===== config.mk =====
export PLATFORM = sky130hd
export DESIGN_NAME = core_top
export DESIGN_NICKNAME = d
export VERILOG_FILES = /design/src/hw/core_pkg.sv /design/src/hw/core_top.sv /design/src/hw/exu.sv /design/src/hw/idu.sv /design/src/hw/regfile.sv /design/src/hw/ifu.sv
export VERILOG_INCLUDE_DIRS = /design/src /design/src/hw
export SDC_FILE = /design/constraint.sdc
export NUM_CORES = 2
export LEC_CHECK = 0
export BUFFER_PORTS_ARGS = -buffer_cell sky130_fd_sc_hd__buf_4
export CAP_MARGIN = 10
export CELL_PAD_IN_SITES_DETAIL_PLACEMENT = 1
export CELL_PAD_IN_SITES_GLOBAL_PLACEMENT = 2
export CORE_ASPECT_RATIO = 0.9
export CORE_UTILIZATION = 30
export DETAILED_ROUTE_END_ITERATION = 10
export PLACE_DENSITY = 0.56
export SYNTH_ARGS = -nofsm -noshare
export SYNTH_HDL_FRONTEND = slang
export SYNTH_SLANG_ARGS = --single-unit

===== constraint.sdc =====
create_clock -name clk -period 25.8 [get_ports clk]
set_input_delay 5.16 -clock clk [delete_from_list [all_inputs] [get_ports clk]]
set_output_delay 5.16 -clock clk [all_outputs]
set_load 0.01 [all_outputs]

===== src/hw/core_cfg.svh =====
// core configuration macros: data width, register address width and reset pc
`ifndef CORE_CFG_SVH
`define CORE_CFG_SVH

// data path and program counter width
`define CORE_XLEN 32

// register file address width, 32 architectural registers
`define CORE_REG_AW 5

// first fetch address after reset
`define CORE_RESET_PC 32'h8000_0000

// fixed instruction size in bytes, used for the sequential pc step
`define CORE_INST_BYTES 4

`endif

===== src/hw/core_pkg.sv =====
// core package: instruction class enum, alu op enum, decode, writeback and store structs
`include "core_cfg.svh"

package core_pkg;

	// instruction classes the decoder can recognise
	typedef enum logic [3:0] {
		CLS_ADDI,
		CLS_LUI,
		CLS_AUIPC,
		CLS_JAL,
		CLS_JALR,
		CLS_SW,
		CLS_EBREAK,
		CLS_NONE
	} inst_class_e;

	// alu function, same width as the decoder op field
	typedef enum logic [2:0] {
		ALU_ADD = 3'b000
	} alu_op_e;

	// decode to execute bundle
	typedef struct packed {
		inst_class_e             cls;
		alu_op_e                 op;
		logic [`CORE_XLEN-1:0]   pc;
		logic [`CORE_XLEN-1:0]   src1;
		logic [`CORE_XLEN-1:0]   src2;
		// raw rs2 value for stores
		logic [`CORE_XLEN-1:0]   store_data;
		logic [`CORE_REG_AW-1:0] rd;
	} dec_to_exu_t;

	// register write port
	typedef struct packed {
		logic                    en;
		logic [`CORE_REG_AW-1:0] addr;
		logic [`CORE_XLEN-1:0]   data;
	} wb_t;

	// store port toward the external memory
	typedef struct packed {
		logic                  en;
		logic [`CORE_XLEN-1:0] addr;
		logic [`CORE_XLEN-1:0] data;
	} store_t;

endpackage


===== src/hw/core_top.sv =====
// core top level: fetch, decode and execute units and their connections
`include "core_cfg.svh"

module core_top import core_pkg::*; (
	input  logic                  clk,
	input  logic                  rst_n,
	input  logic [31:0]           inst,
	output logic [`CORE_XLEN-1:0] inst_addr,
	output wb_t                   wb,
	output store_t                store,
	output logic                  halted
);

	// fetch side
	logic                  redirect;
	logic [`CORE_XLEN-1:0] target;
	logic                  is_ebreak;

	// decode to execute
	dec_to_exu_t           dec;

	// pc goes straight out as the fetch address
	ifu u_ifu (
		.clk       (clk),
		.rst_n     (rst_n),
		.redirect  (redirect),
		.target    (target),
		.is_ebreak (is_ebreak),
		.pc        (inst_addr),
		.halted    (halted)
	);

	// writeback loops back into the register file
	idu u_idu (
		.clk       (clk),
		.rst_n     (rst_n),
		.inst      (inst),
		.pc        (inst_addr),
		.wr        (wb),
		.dec       (dec),
		.is_ebreak (is_ebreak)
	);

	exu u_exu (
		.dec      (dec),
		.halted   (halted),
		.rst_n    (rst_n),
		.wb       (wb),
		.store    (store),
		.redirect (redirect),
		.target   (target)
	);

endmodule


===== src/hw/exu.sv =====
// execute unit with adder, link value, jump target, writeback and store routing
`include "core_cfg.svh"

module exu import core_pkg::*; (
	input  dec_to_exu_t           dec,
	input  logic                  halted,
	input  logic                  rst_n,
	output wb_t                   wb,
	output store_t                store,
	output logic                  redirect,
	output logic [`CORE_XLEN-1:0] target
);

	logic [`CORE_XLEN-1:0] sum;
	logic [`CORE_XLEN-1:0] link;
	logic [`CORE_XLEN-1:0] wb_data;
	logic                  wb_req;
	logic                  store_req;
	logic                  jump;
	logic                  active;

	// add is the only alu function
	assign sum = dec.src1 + dec.src2;

	// return address for jal and jalr
	assign link = dec.pc + `CORE_XLEN'(`CORE_INST_BYTES);

	always_comb begin
		wb_req    = 1'b0;
		wb_data   = sum;
		store_req = 1'b0;
		jump      = 1'b0;
		target    = sum;
		case (dec.cls)
			CLS_ADDI, CLS_LUI, CLS_AUIPC: wb_req = 1'b1;
			CLS_JAL: begin
				wb_req  = 1'b1;
				wb_data = link;
				jump    = 1'b1;
			end
			CLS_JALR: begin
				wb_req  = 1'b1;
				wb_data = link;
				jump    = 1'b1;
				// lsb of the jalr target is dropped
				target  = {sum[`CORE_XLEN-1:1], 1'b0};
			end
			CLS_SW:  store_req = 1'b1;
			default: ;
		endcase
	end

	// nothing retires in reset or after ebreak
	assign active = rst_n & ~halted;

	assign wb.en      = wb_req & active;
	assign wb.addr    = dec.rd;
	assign wb.data    = wb_data;

	assign store.en   = store_req & active;
	assign store.addr = sum;
	assign store.data = dec.store_data;

	assign redirect   = jump & active;

endmodule


===== src/hw/idu.sv =====
// decode unit: instruction classification, immediates, operand select and register file
`include "core_cfg.svh"

module idu import core_pkg::*; (
	input  logic                  clk,
	input  logic                  rst_n,
	input  logic [31:0]           inst,
	input  logic [`CORE_XLEN-1:0] pc,
	input  wb_t                   wr,
	output dec_to_exu_t           dec,
	output logic                  is_ebreak
);

	// major opcodes of the supported subset
	typedef enum logic [6:0] {
		OPC_OP_IMM = 7'b001_0011,
		OPC_LUI    = 7'b011_0111,
		OPC_AUIPC  = 7'b001_0111,
		OPC_JAL    = 7'b110_1111,
		OPC_JALR   = 7'b110_0111,
		OPC_STORE  = 7'b010_0011,
		OPC_SYSTEM = 7'b111_0011
	} opcode_e;

	localparam logic [31:0] EBREAK_INST = 32'h0010_0073;

	opcode_e                 opcode;
	logic [2:0]              funct3;
	logic [`CORE_REG_AW-1:0] rs1;
	logic [`CORE_REG_AW-1:0] rs2;
	logic [`CORE_XLEN-1:0]   imm_i;
	logic [`CORE_XLEN-1:0]   imm_u;
	logic [`CORE_XLEN-1:0]   imm_j;
	logic [`CORE_XLEN-1:0]   imm_s;
	logic [`CORE_XLEN-1:0]   imm;
	logic [`CORE_XLEN-1:0]   rdata1;
	logic [`CORE_XLEN-1:0]   rdata2;
	logic [`CORE_XLEN-1:0]   src1;
	inst_class_e             cls;
	wb_t                     rf_wr;

	assign opcode = opcode_e'(inst[6:0]);
	assign funct3 = inst[14:12];
	assign rs1    = inst[19:15];
	assign rs2    = inst[24:20];

	// immediate formats
	assign imm_i = {{20{inst[31]}}, inst[31:20]};
	assign imm_u = {inst[31:12], 12'b0};
	assign imm_j = {{12{inst[31]}}, inst[19:12], inst[20], inst[30:21], 1'b0};
	assign imm_s = {{20{inst[31]}}, inst[31:25], inst[11:7]};

	always_comb begin
		cls = CLS_NONE;
		case (opcode)
			OPC_OP_IMM: begin
				if (funct3 == 3'b000) begin
					cls = CLS_ADDI;
				end
			end
			OPC_LUI:   cls = CLS_LUI;
			OPC_AUIPC: cls = CLS_AUIPC;
			OPC_JAL:   cls = CLS_JAL;
			OPC_JALR: begin
				if (funct3 == 3'b000) begin
					cls = CLS_JALR;
				end
			end
			OPC_STORE: begin
				// only word stores
				if (funct3 == 3'b010) begin
					cls = CLS_SW;
				end
			end
			OPC_SYSTEM: begin
				// whole word must match
				if (inst == EBREAK_INST) begin
					cls = CLS_EBREAK;
				end
			end
			default: cls = CLS_NONE;
		endcase
	end

	always_comb begin
		case (cls)
			CLS_LUI, CLS_AUIPC: imm = imm_u;
			CLS_JAL:            imm = imm_j;
			CLS_SW:             imm = imm_s;
			default:            imm = imm_i;
		endcase
	end

	// pc relative forms take pc, lui adds to zero
	always_comb begin
		case (cls)
			CLS_JAL, CLS_AUIPC: src1 = pc;
			CLS_LUI:            src1 = '0;
			default:            src1 = rdata1;
		endcase
	end

	// no register updates while in reset
	always_comb begin
		rf_wr    = wr;
		rf_wr.en = wr.en & rst_n;
	end

	regfile u_regfile (
		.clk    (clk),
		.raddr1 (rs1),
		.raddr2 (rs2),
		.rdata1 (rdata1),
		.rdata2 (rdata2),
		.wr     (rf_wr)
	);

	assign dec.cls        = cls;
	assign dec.op         = ALU_ADD;
	assign dec.pc         = pc;
	assign dec.src1       = src1;
	assign dec.src2       = (cls == CLS_NONE) ? rdata2 : imm;
	assign dec.store_data = rdata2;
	assign dec.rd         = inst[11:7];

	assign is_ebreak = (cls == CLS_EBREAK);

endmodule


===== src/hw/regfile.sv =====
// register file: 32 entries, two combinational reads, one clocked write, x0 tied to zero
`include "core_cfg.svh"

module regfile import core_pkg::*; (
	input  logic                    clk,
	input  logic [`CORE_REG_AW-1:0] raddr1,
	input  logic [`CORE_REG_AW-1:0] raddr2,
	output logic [`CORE_XLEN-1:0]   rdata1,
	output logic [`CORE_XLEN-1:0]   rdata2,
	input  wb_t                     wr
);

	localparam int NUM_REGS = 1 << `CORE_REG_AW;

	logic [`CORE_XLEN-1:0] regs [NUM_REGS];

	// x0 is never written
	always_ff @(posedge clk) begin
		if (wr.en && (wr.addr != '0)) begin
			regs[wr.addr] <= wr.data;
		end
	end

	// reads of x0 bypass the array
	always_comb begin
		if (raddr1 == '0) begin
			rdata1 = '0;
		end else begin
			rdata1 = regs[raddr1];
		end
		if (raddr2 == '0) begin
			rdata2 = '0;
		end else begin
			rdata2 = regs[raddr2];
		end
	end

endmodule


===== src/hw/ifu.sv =====
// fetch unit: program counter register, next pc selection and halt latch
`include "core_cfg.svh"

module ifu (
	input  logic                  clk,
	input  logic                  rst_n,
	input  logic                  redirect,
	input  logic [`CORE_XLEN-1:0] target,
	input  logic                  is_ebreak,
	output logic [`CORE_XLEN-1:0] pc,
	output logic                  halted
);

	logic [`CORE_XLEN-1:0] pc_seq;
	logic [`CORE_XLEN-1:0] next_pc;

	// sequential step to the following word
	assign pc_seq = pc + `CORE_XLEN'(`CORE_INST_BYTES);

	// jumps win over the sequential path
	always_comb begin
		if (redirect) begin
			next_pc = target;
		end else begin
			next_pc = pc_seq;
		end
	end

	always_ff @(posedge clk) begin
		if (!rst_n) begin
			pc     <= `CORE_RESET_PC;
			halted <= 1'b0;
		end else if (!halted) begin
			if (is_ebreak) begin
				// pc stays on the ebreak itself
				halted <= 1'b1;
			end else begin
				pc <= next_pc;
			end
		end
	end

endmodule


* After elaboration in Yosys (flattened, before gate mapping)
Memories as Yosys holds them, arrays and structs flattened. Cells that the tools add are included.
Operators by class: add/sub/neg operators 2, multiply operators 0, div/mod/pow operators 0, magnitude comparators 0, equal/unequal tests 16, shifts and indexed selects 0, mux-type cells 20, bitwise logic cells 7, reductions and logical operators 11
Operators with widths (number):
- $mux W32 | 5
- $pmux W31 S3 | 1
- $pmux W32 S2 | 1
- $add A32 B3 Y32 const B | 1
- $add A32 B32 Y32 | 1
- $eq A32 B21 Y1 const B | 1
- $pmux W4 S7 | 1
- $eq A7 B7 Y1 const B | 3
- $eq A4 B3 Y1 const B | 4
- $eq A7 B5 Y1 const B | 2
- $eq A7 B6 Y1 const B | 2
- $logic_not A5 Y1 | 2
- $mux W1 | 9
- $eq A4 B2 Y1 const B | 2
- $reduce_or A2 Y1 | 3
- $and A1 B1 Y1 | 5
- $reduce_bool A5 Y1 | 1
- $reduce_or A5 Y1 | 1
- $eq A4 B1 Y1 const B | 1
- $logic_not A4 Y1 | 1
- $mux W2 | 2
- $eq A3 B2 Y1 const B | 1
- $logic_not A3 Y1 | 1
- $mux W3 | 1
- 3 further kinds | 4
Word-level totals: flip-flop bits (word level) 33, latch bits 0, bits in writable memories 1024, ROM bits 0, output and inout bits 136, logic and storage cells 59, memories 1
Memory list:
- u_idu.u_regfile.regs | depth 32, width 32, rd ports 2, clocked after Yosys merged registers in 0, write ports 1, RTL line regfile.sv:15 | logic [`CORE_XLEN-1:0] regs [NUM_REGS];

* Logic depth before layout (Yosys ltp)
word-level depth 11, mapped depth 23

* Modules after synthesis
From an unflattened synthesis, not the netlist that was laid out.
Unflattened totals: cells, all modules 3606, area, all modules 55047.8 um2
Modules (own cells, without submodules):
- regfile | times used 1, cells each 2564, area an instance 47904.7 um2
- exu | times used 1, cells each 505, area an instance 3484.6 um2
- ifu | times used 1, cells each 291, area an instance 2092.0 um2
- idu | times used 1, cells each 246, area an instance 1566.5 um2

* Worst setup path after synthesis
Ideal clock, no wire load.
path kind input to output, start input inst[20], end output wb[22] (netlist bit), arrival time 10748 ps, setup slack 9892 ps, cell stages on the path 19, path buffers 4, cell sequence buf_4 buf_4 buf_2 buf_2 mux4_2 mux4_2 nand2_1 o21ai_0 nor2_1 a21oi_1 ha_1 nand4_1 or3_1 a211oi_1 nor4b_2 a21oi_1 a21oi_1 xor2_1 o21ai_0
RTL lines:
- start, declared | RTL line core_top.sv:7 | input logic [31:0] inst,
- end, declared | RTL line core_top.sv:9 | output wb_t wb,

==> reports/qor.yml <==
run_status:
  status: "finished clean"
place:
  place_inst: 5185
  hpwl_mm: 116
  gp_congestion: 0.835
  io_buffers: 169
layout:
  layout_common_cells: "edfxtp_1, mux4_2, buf_4, clkbuf_16"
  multiInputGateArea_um2: 20100
  nNetsFinal: 3122
  drive_gt1_frac: 0.372
  layout_commonest_cell: "edfxtp_1"
  stdcell_count: 5419
  area_delta_synth_final_pct: 17.0
  seqCellArea_um2: 31400
  fillers: 17100
power_and_ir_drop:
  p_sw_mw: 1.46
  swShare: 0.285
  power.internal_mw: 3.65
  pwr-share-comb: 0.201
  powerDensity_nw_per_um2: 83.7
  ir_drop_mv: 0.0581
  p_leak_nw: 19.5
  clkPwrFrac: 0.368
  pwr-share-seq: 0.431
critical_path:
  worstSetupPathType: "input pin to primary output"
  required_ns: 20.64
  rrSetupSlack_ns: 19.70
  reg2reg_depth: 14
  critPathLaunchType: "input pin"
  cp_data_arrival_time_ns: 12.89
  worstSetupEndpointType: "primary output"
  crit_fanout: 50
synth:
  muxShareOfSynthArea: 0.283
  ys.flop_type: "edfxtp_1"
  syn_avg_cell_area_um2: 18.4
  yosysSeqAreaShare: 0.603
  synth_warnings: 0
  synthSimpleGateAreaFrac: 0.0349
  syn_inst: 2830
  synth_top_area_share: 0.590
  synth_largest_area_cell: "edfxtp_1"
  synth_cell_types: 79
  synthAdderAreaFrac: 0.00826
  synth-seq-cells: 1057
  synth_compound_area_frac: 0.0405
  synth_area_um2: 52100
  synth-edff-count: 1024
  synthTopCellsByArea: "edfxtp_1, mux4_2, dfxtp_1"
  synthArstFlopShare: 0
  synth_xor_area_frac: 0.00891
  synth_top_family_by_area: "multiplexers"
routing:
  vias_per_cell: 5.77
  drc_errors: 0
  drt_first_iter_violations: 2887
  wl_met1_mm: 83.0
  ant_nets: 0
  drt_pre_antenna_iters: 5
  highest_layer: "met5"
  wl_per_cell_um: 35.6
  wl_met3_mm: 12.8
  dr_total_vias: 31200
  drt-total-wl_mm: 193
  met2_length_mm: 91.8
timing:
  hold_viol: 0
  tightest_slew_ns: 1.29
  tns_ns: 0
  slew_violations: 0
  finalClockSkew_ns: 0.0439
  min_period_ns: 18.06
  fmax_mhz: 55.4
  rsz0062_at_grt: "false"
  finalSetupViolCount: 0
  fin_crit_sh: 0.700
  slew_headroom: 0.142
job:
  maxCapViolations: 0
floorplan:
  pin_count: 170
  die_h_um: 397
  coreArea_um2: 172000
  fp.dieArea_um2: 175000
  num_rows: 144
  start_util: 0.303
  die_w_um: 441
global_routing:
  grt_start_max_net_pins: 148
  grt_pass1_vias: 33000
  grt_usage: 0.221
  grt_pass1_wl_mm: 269
  overflow: 0
  antenna_found_initial: 2
clock_network:
  cts-resized-gates: 0
  clockRootBuffer: "clkbuf_16"
  htreeDepth: 4
  postCtsSetupRepairBufs: 0
  clk_pin_slew_worst_paths_ns: 0.07
  cts-buffers-inserted: 130
  postCtsHoldBufs: 0
  clk_path_buf_depth: 3
  cts_tree: "done"
  clock_latency_ns: 0.78
  cts_sinks: 1057
min_path:
  whs_path_depth: 2
  worst_hold_path_type: "flip-flop to flip-flop"
==> synthesized netlist by cell type, types with 3 or more instances <==
master	count
a211oi_1	12
a21o_1	18
a21oi_1	93
a221o_1	4
a221oi_1	7
a22o_1	6
a31oi_1	4
and2_1	5
and3_1	18
and4_1	4
buf_1	28
buf_2	64
buf_4	13
clkbuf_1	108
dfxtp_1	33
edfxtp_1	1024
ha_1	32
inv_1	48
mux2_2	16
mux2i_1	53
mux4_2	623
nand2_1	120
nand2b_1	9
nand3_1	25
nand3b_1	5
nand4_1	11
nor2_1	153
nor2b_1	13
nor3_1	11
nor4_1	4
o211ai_1	7
o21a_1	5
o21ai_0	113
o21bai_1	3
o22ai_1	5
o2bb2ai_1	24
o31a_1	3
o31ai_1	3
or3_1	5
xnor2_1	37
xor2_1	16
==> worst max-delay path, stage by stage <==
cell	delay, ns
buf_8	0.44
buf_4	0.73
buf_4	0.90
mux4_2	0.64
mux4_2	0.53
nor2_1	0.12
nor2_1	0.16
nor2_1	0.18
a21oi_1	0.07
ha_1	0.45
nand4_1	0.22
or3_1	0.42
a211oi_1	0.73
nor4b_2	0.16
o21ai_1	0.43
a211oi_1	0.13
or3_1	0.45
a21oi_2	0.15
buf_4	0.36
buf_4	0.21
==> through the flow <==
step                      cell area, µm²  power [mW]  setup slack, ns  utilization  hold WS [ns]
after floorplan                    52200        2.76             9.89            -         0.502
after global placement             56600        3.23             7.73        0.329         0.517
after detailed placement           56600        3.27             7.62        0.329         0.536
after CTS                          60900        5.16             7.62        0.355         0.545
after global routing               61000        5.29             7.10        0.355         0.595
final                              61000        5.11             7.75        0.355         0.537
==> final cells by class <==
cell class / instances / share of cell area
clock buffer: 160 / 0.0566
clock inverter: 70 / 0.0146
timing repair buffer: 275 / 0.0349
antenna: 3 / 0.000123
sequential: 1057 / 0.515
tap: 2263 / 0.0464
multi-input combinational: 1543 / 0.329
inverter: 48 / 0.00296
==> cell families after synthesis <==
kind of cell | Yosys count
simple gates | 399
fa+ha+maj | 34
other cells | 1
flops | 1057
xor+xnor | 53
compound gates | 332
mux | 693
buf+inv | 261
==> power groups by stage <==
| stage | sequential (mW) | clock (mW) | combinational (mW) |
|---|---|---|---|
| global placement | 2.23 | 0 | 0.997 |
| finish | 2.20 | 1.88 | 1.02 |
| detailed placement | 2.24 | 0 | 1.03 |
| CTS | 2.20 | 1.93 | 1.03 |
| floorplan | 2.25 | 0 | 0.512 |
| global route | 2.20 | 1.98 | 1.10 |
==> registers in the layout, indices dropped and copies added, names as in the netlist <==
| name | flops |
|---|---|
| u_idu.u_regfile.regs | 1024 |
| u_ifu.halted | 1 |
| u_ifu.pc | 32 |
==> layer usage <==
layer	vias to the layer above	GRT usage
met1	17400	0.307
met5	-	0
met4	2	0.0631
met2	1197	0.353
met3	256	0.0397
li1	12400	-
==> path summary, 6_finish.rpt <==
check | end | startpoint
hold reg to reg | u_ifu.pc[24] | u_ifu.pc[24]
hold / removal | u_ifu.pc[24] | u_ifu.pc[24]
setup / recovery | wb[30] | inst[20]
setup reg to reg | u_idu.u_regfile.regs[31][31] | u_idu.u_regfile.regs[4][5]
No activity file was read; power rests on OpenSTA's default activity.
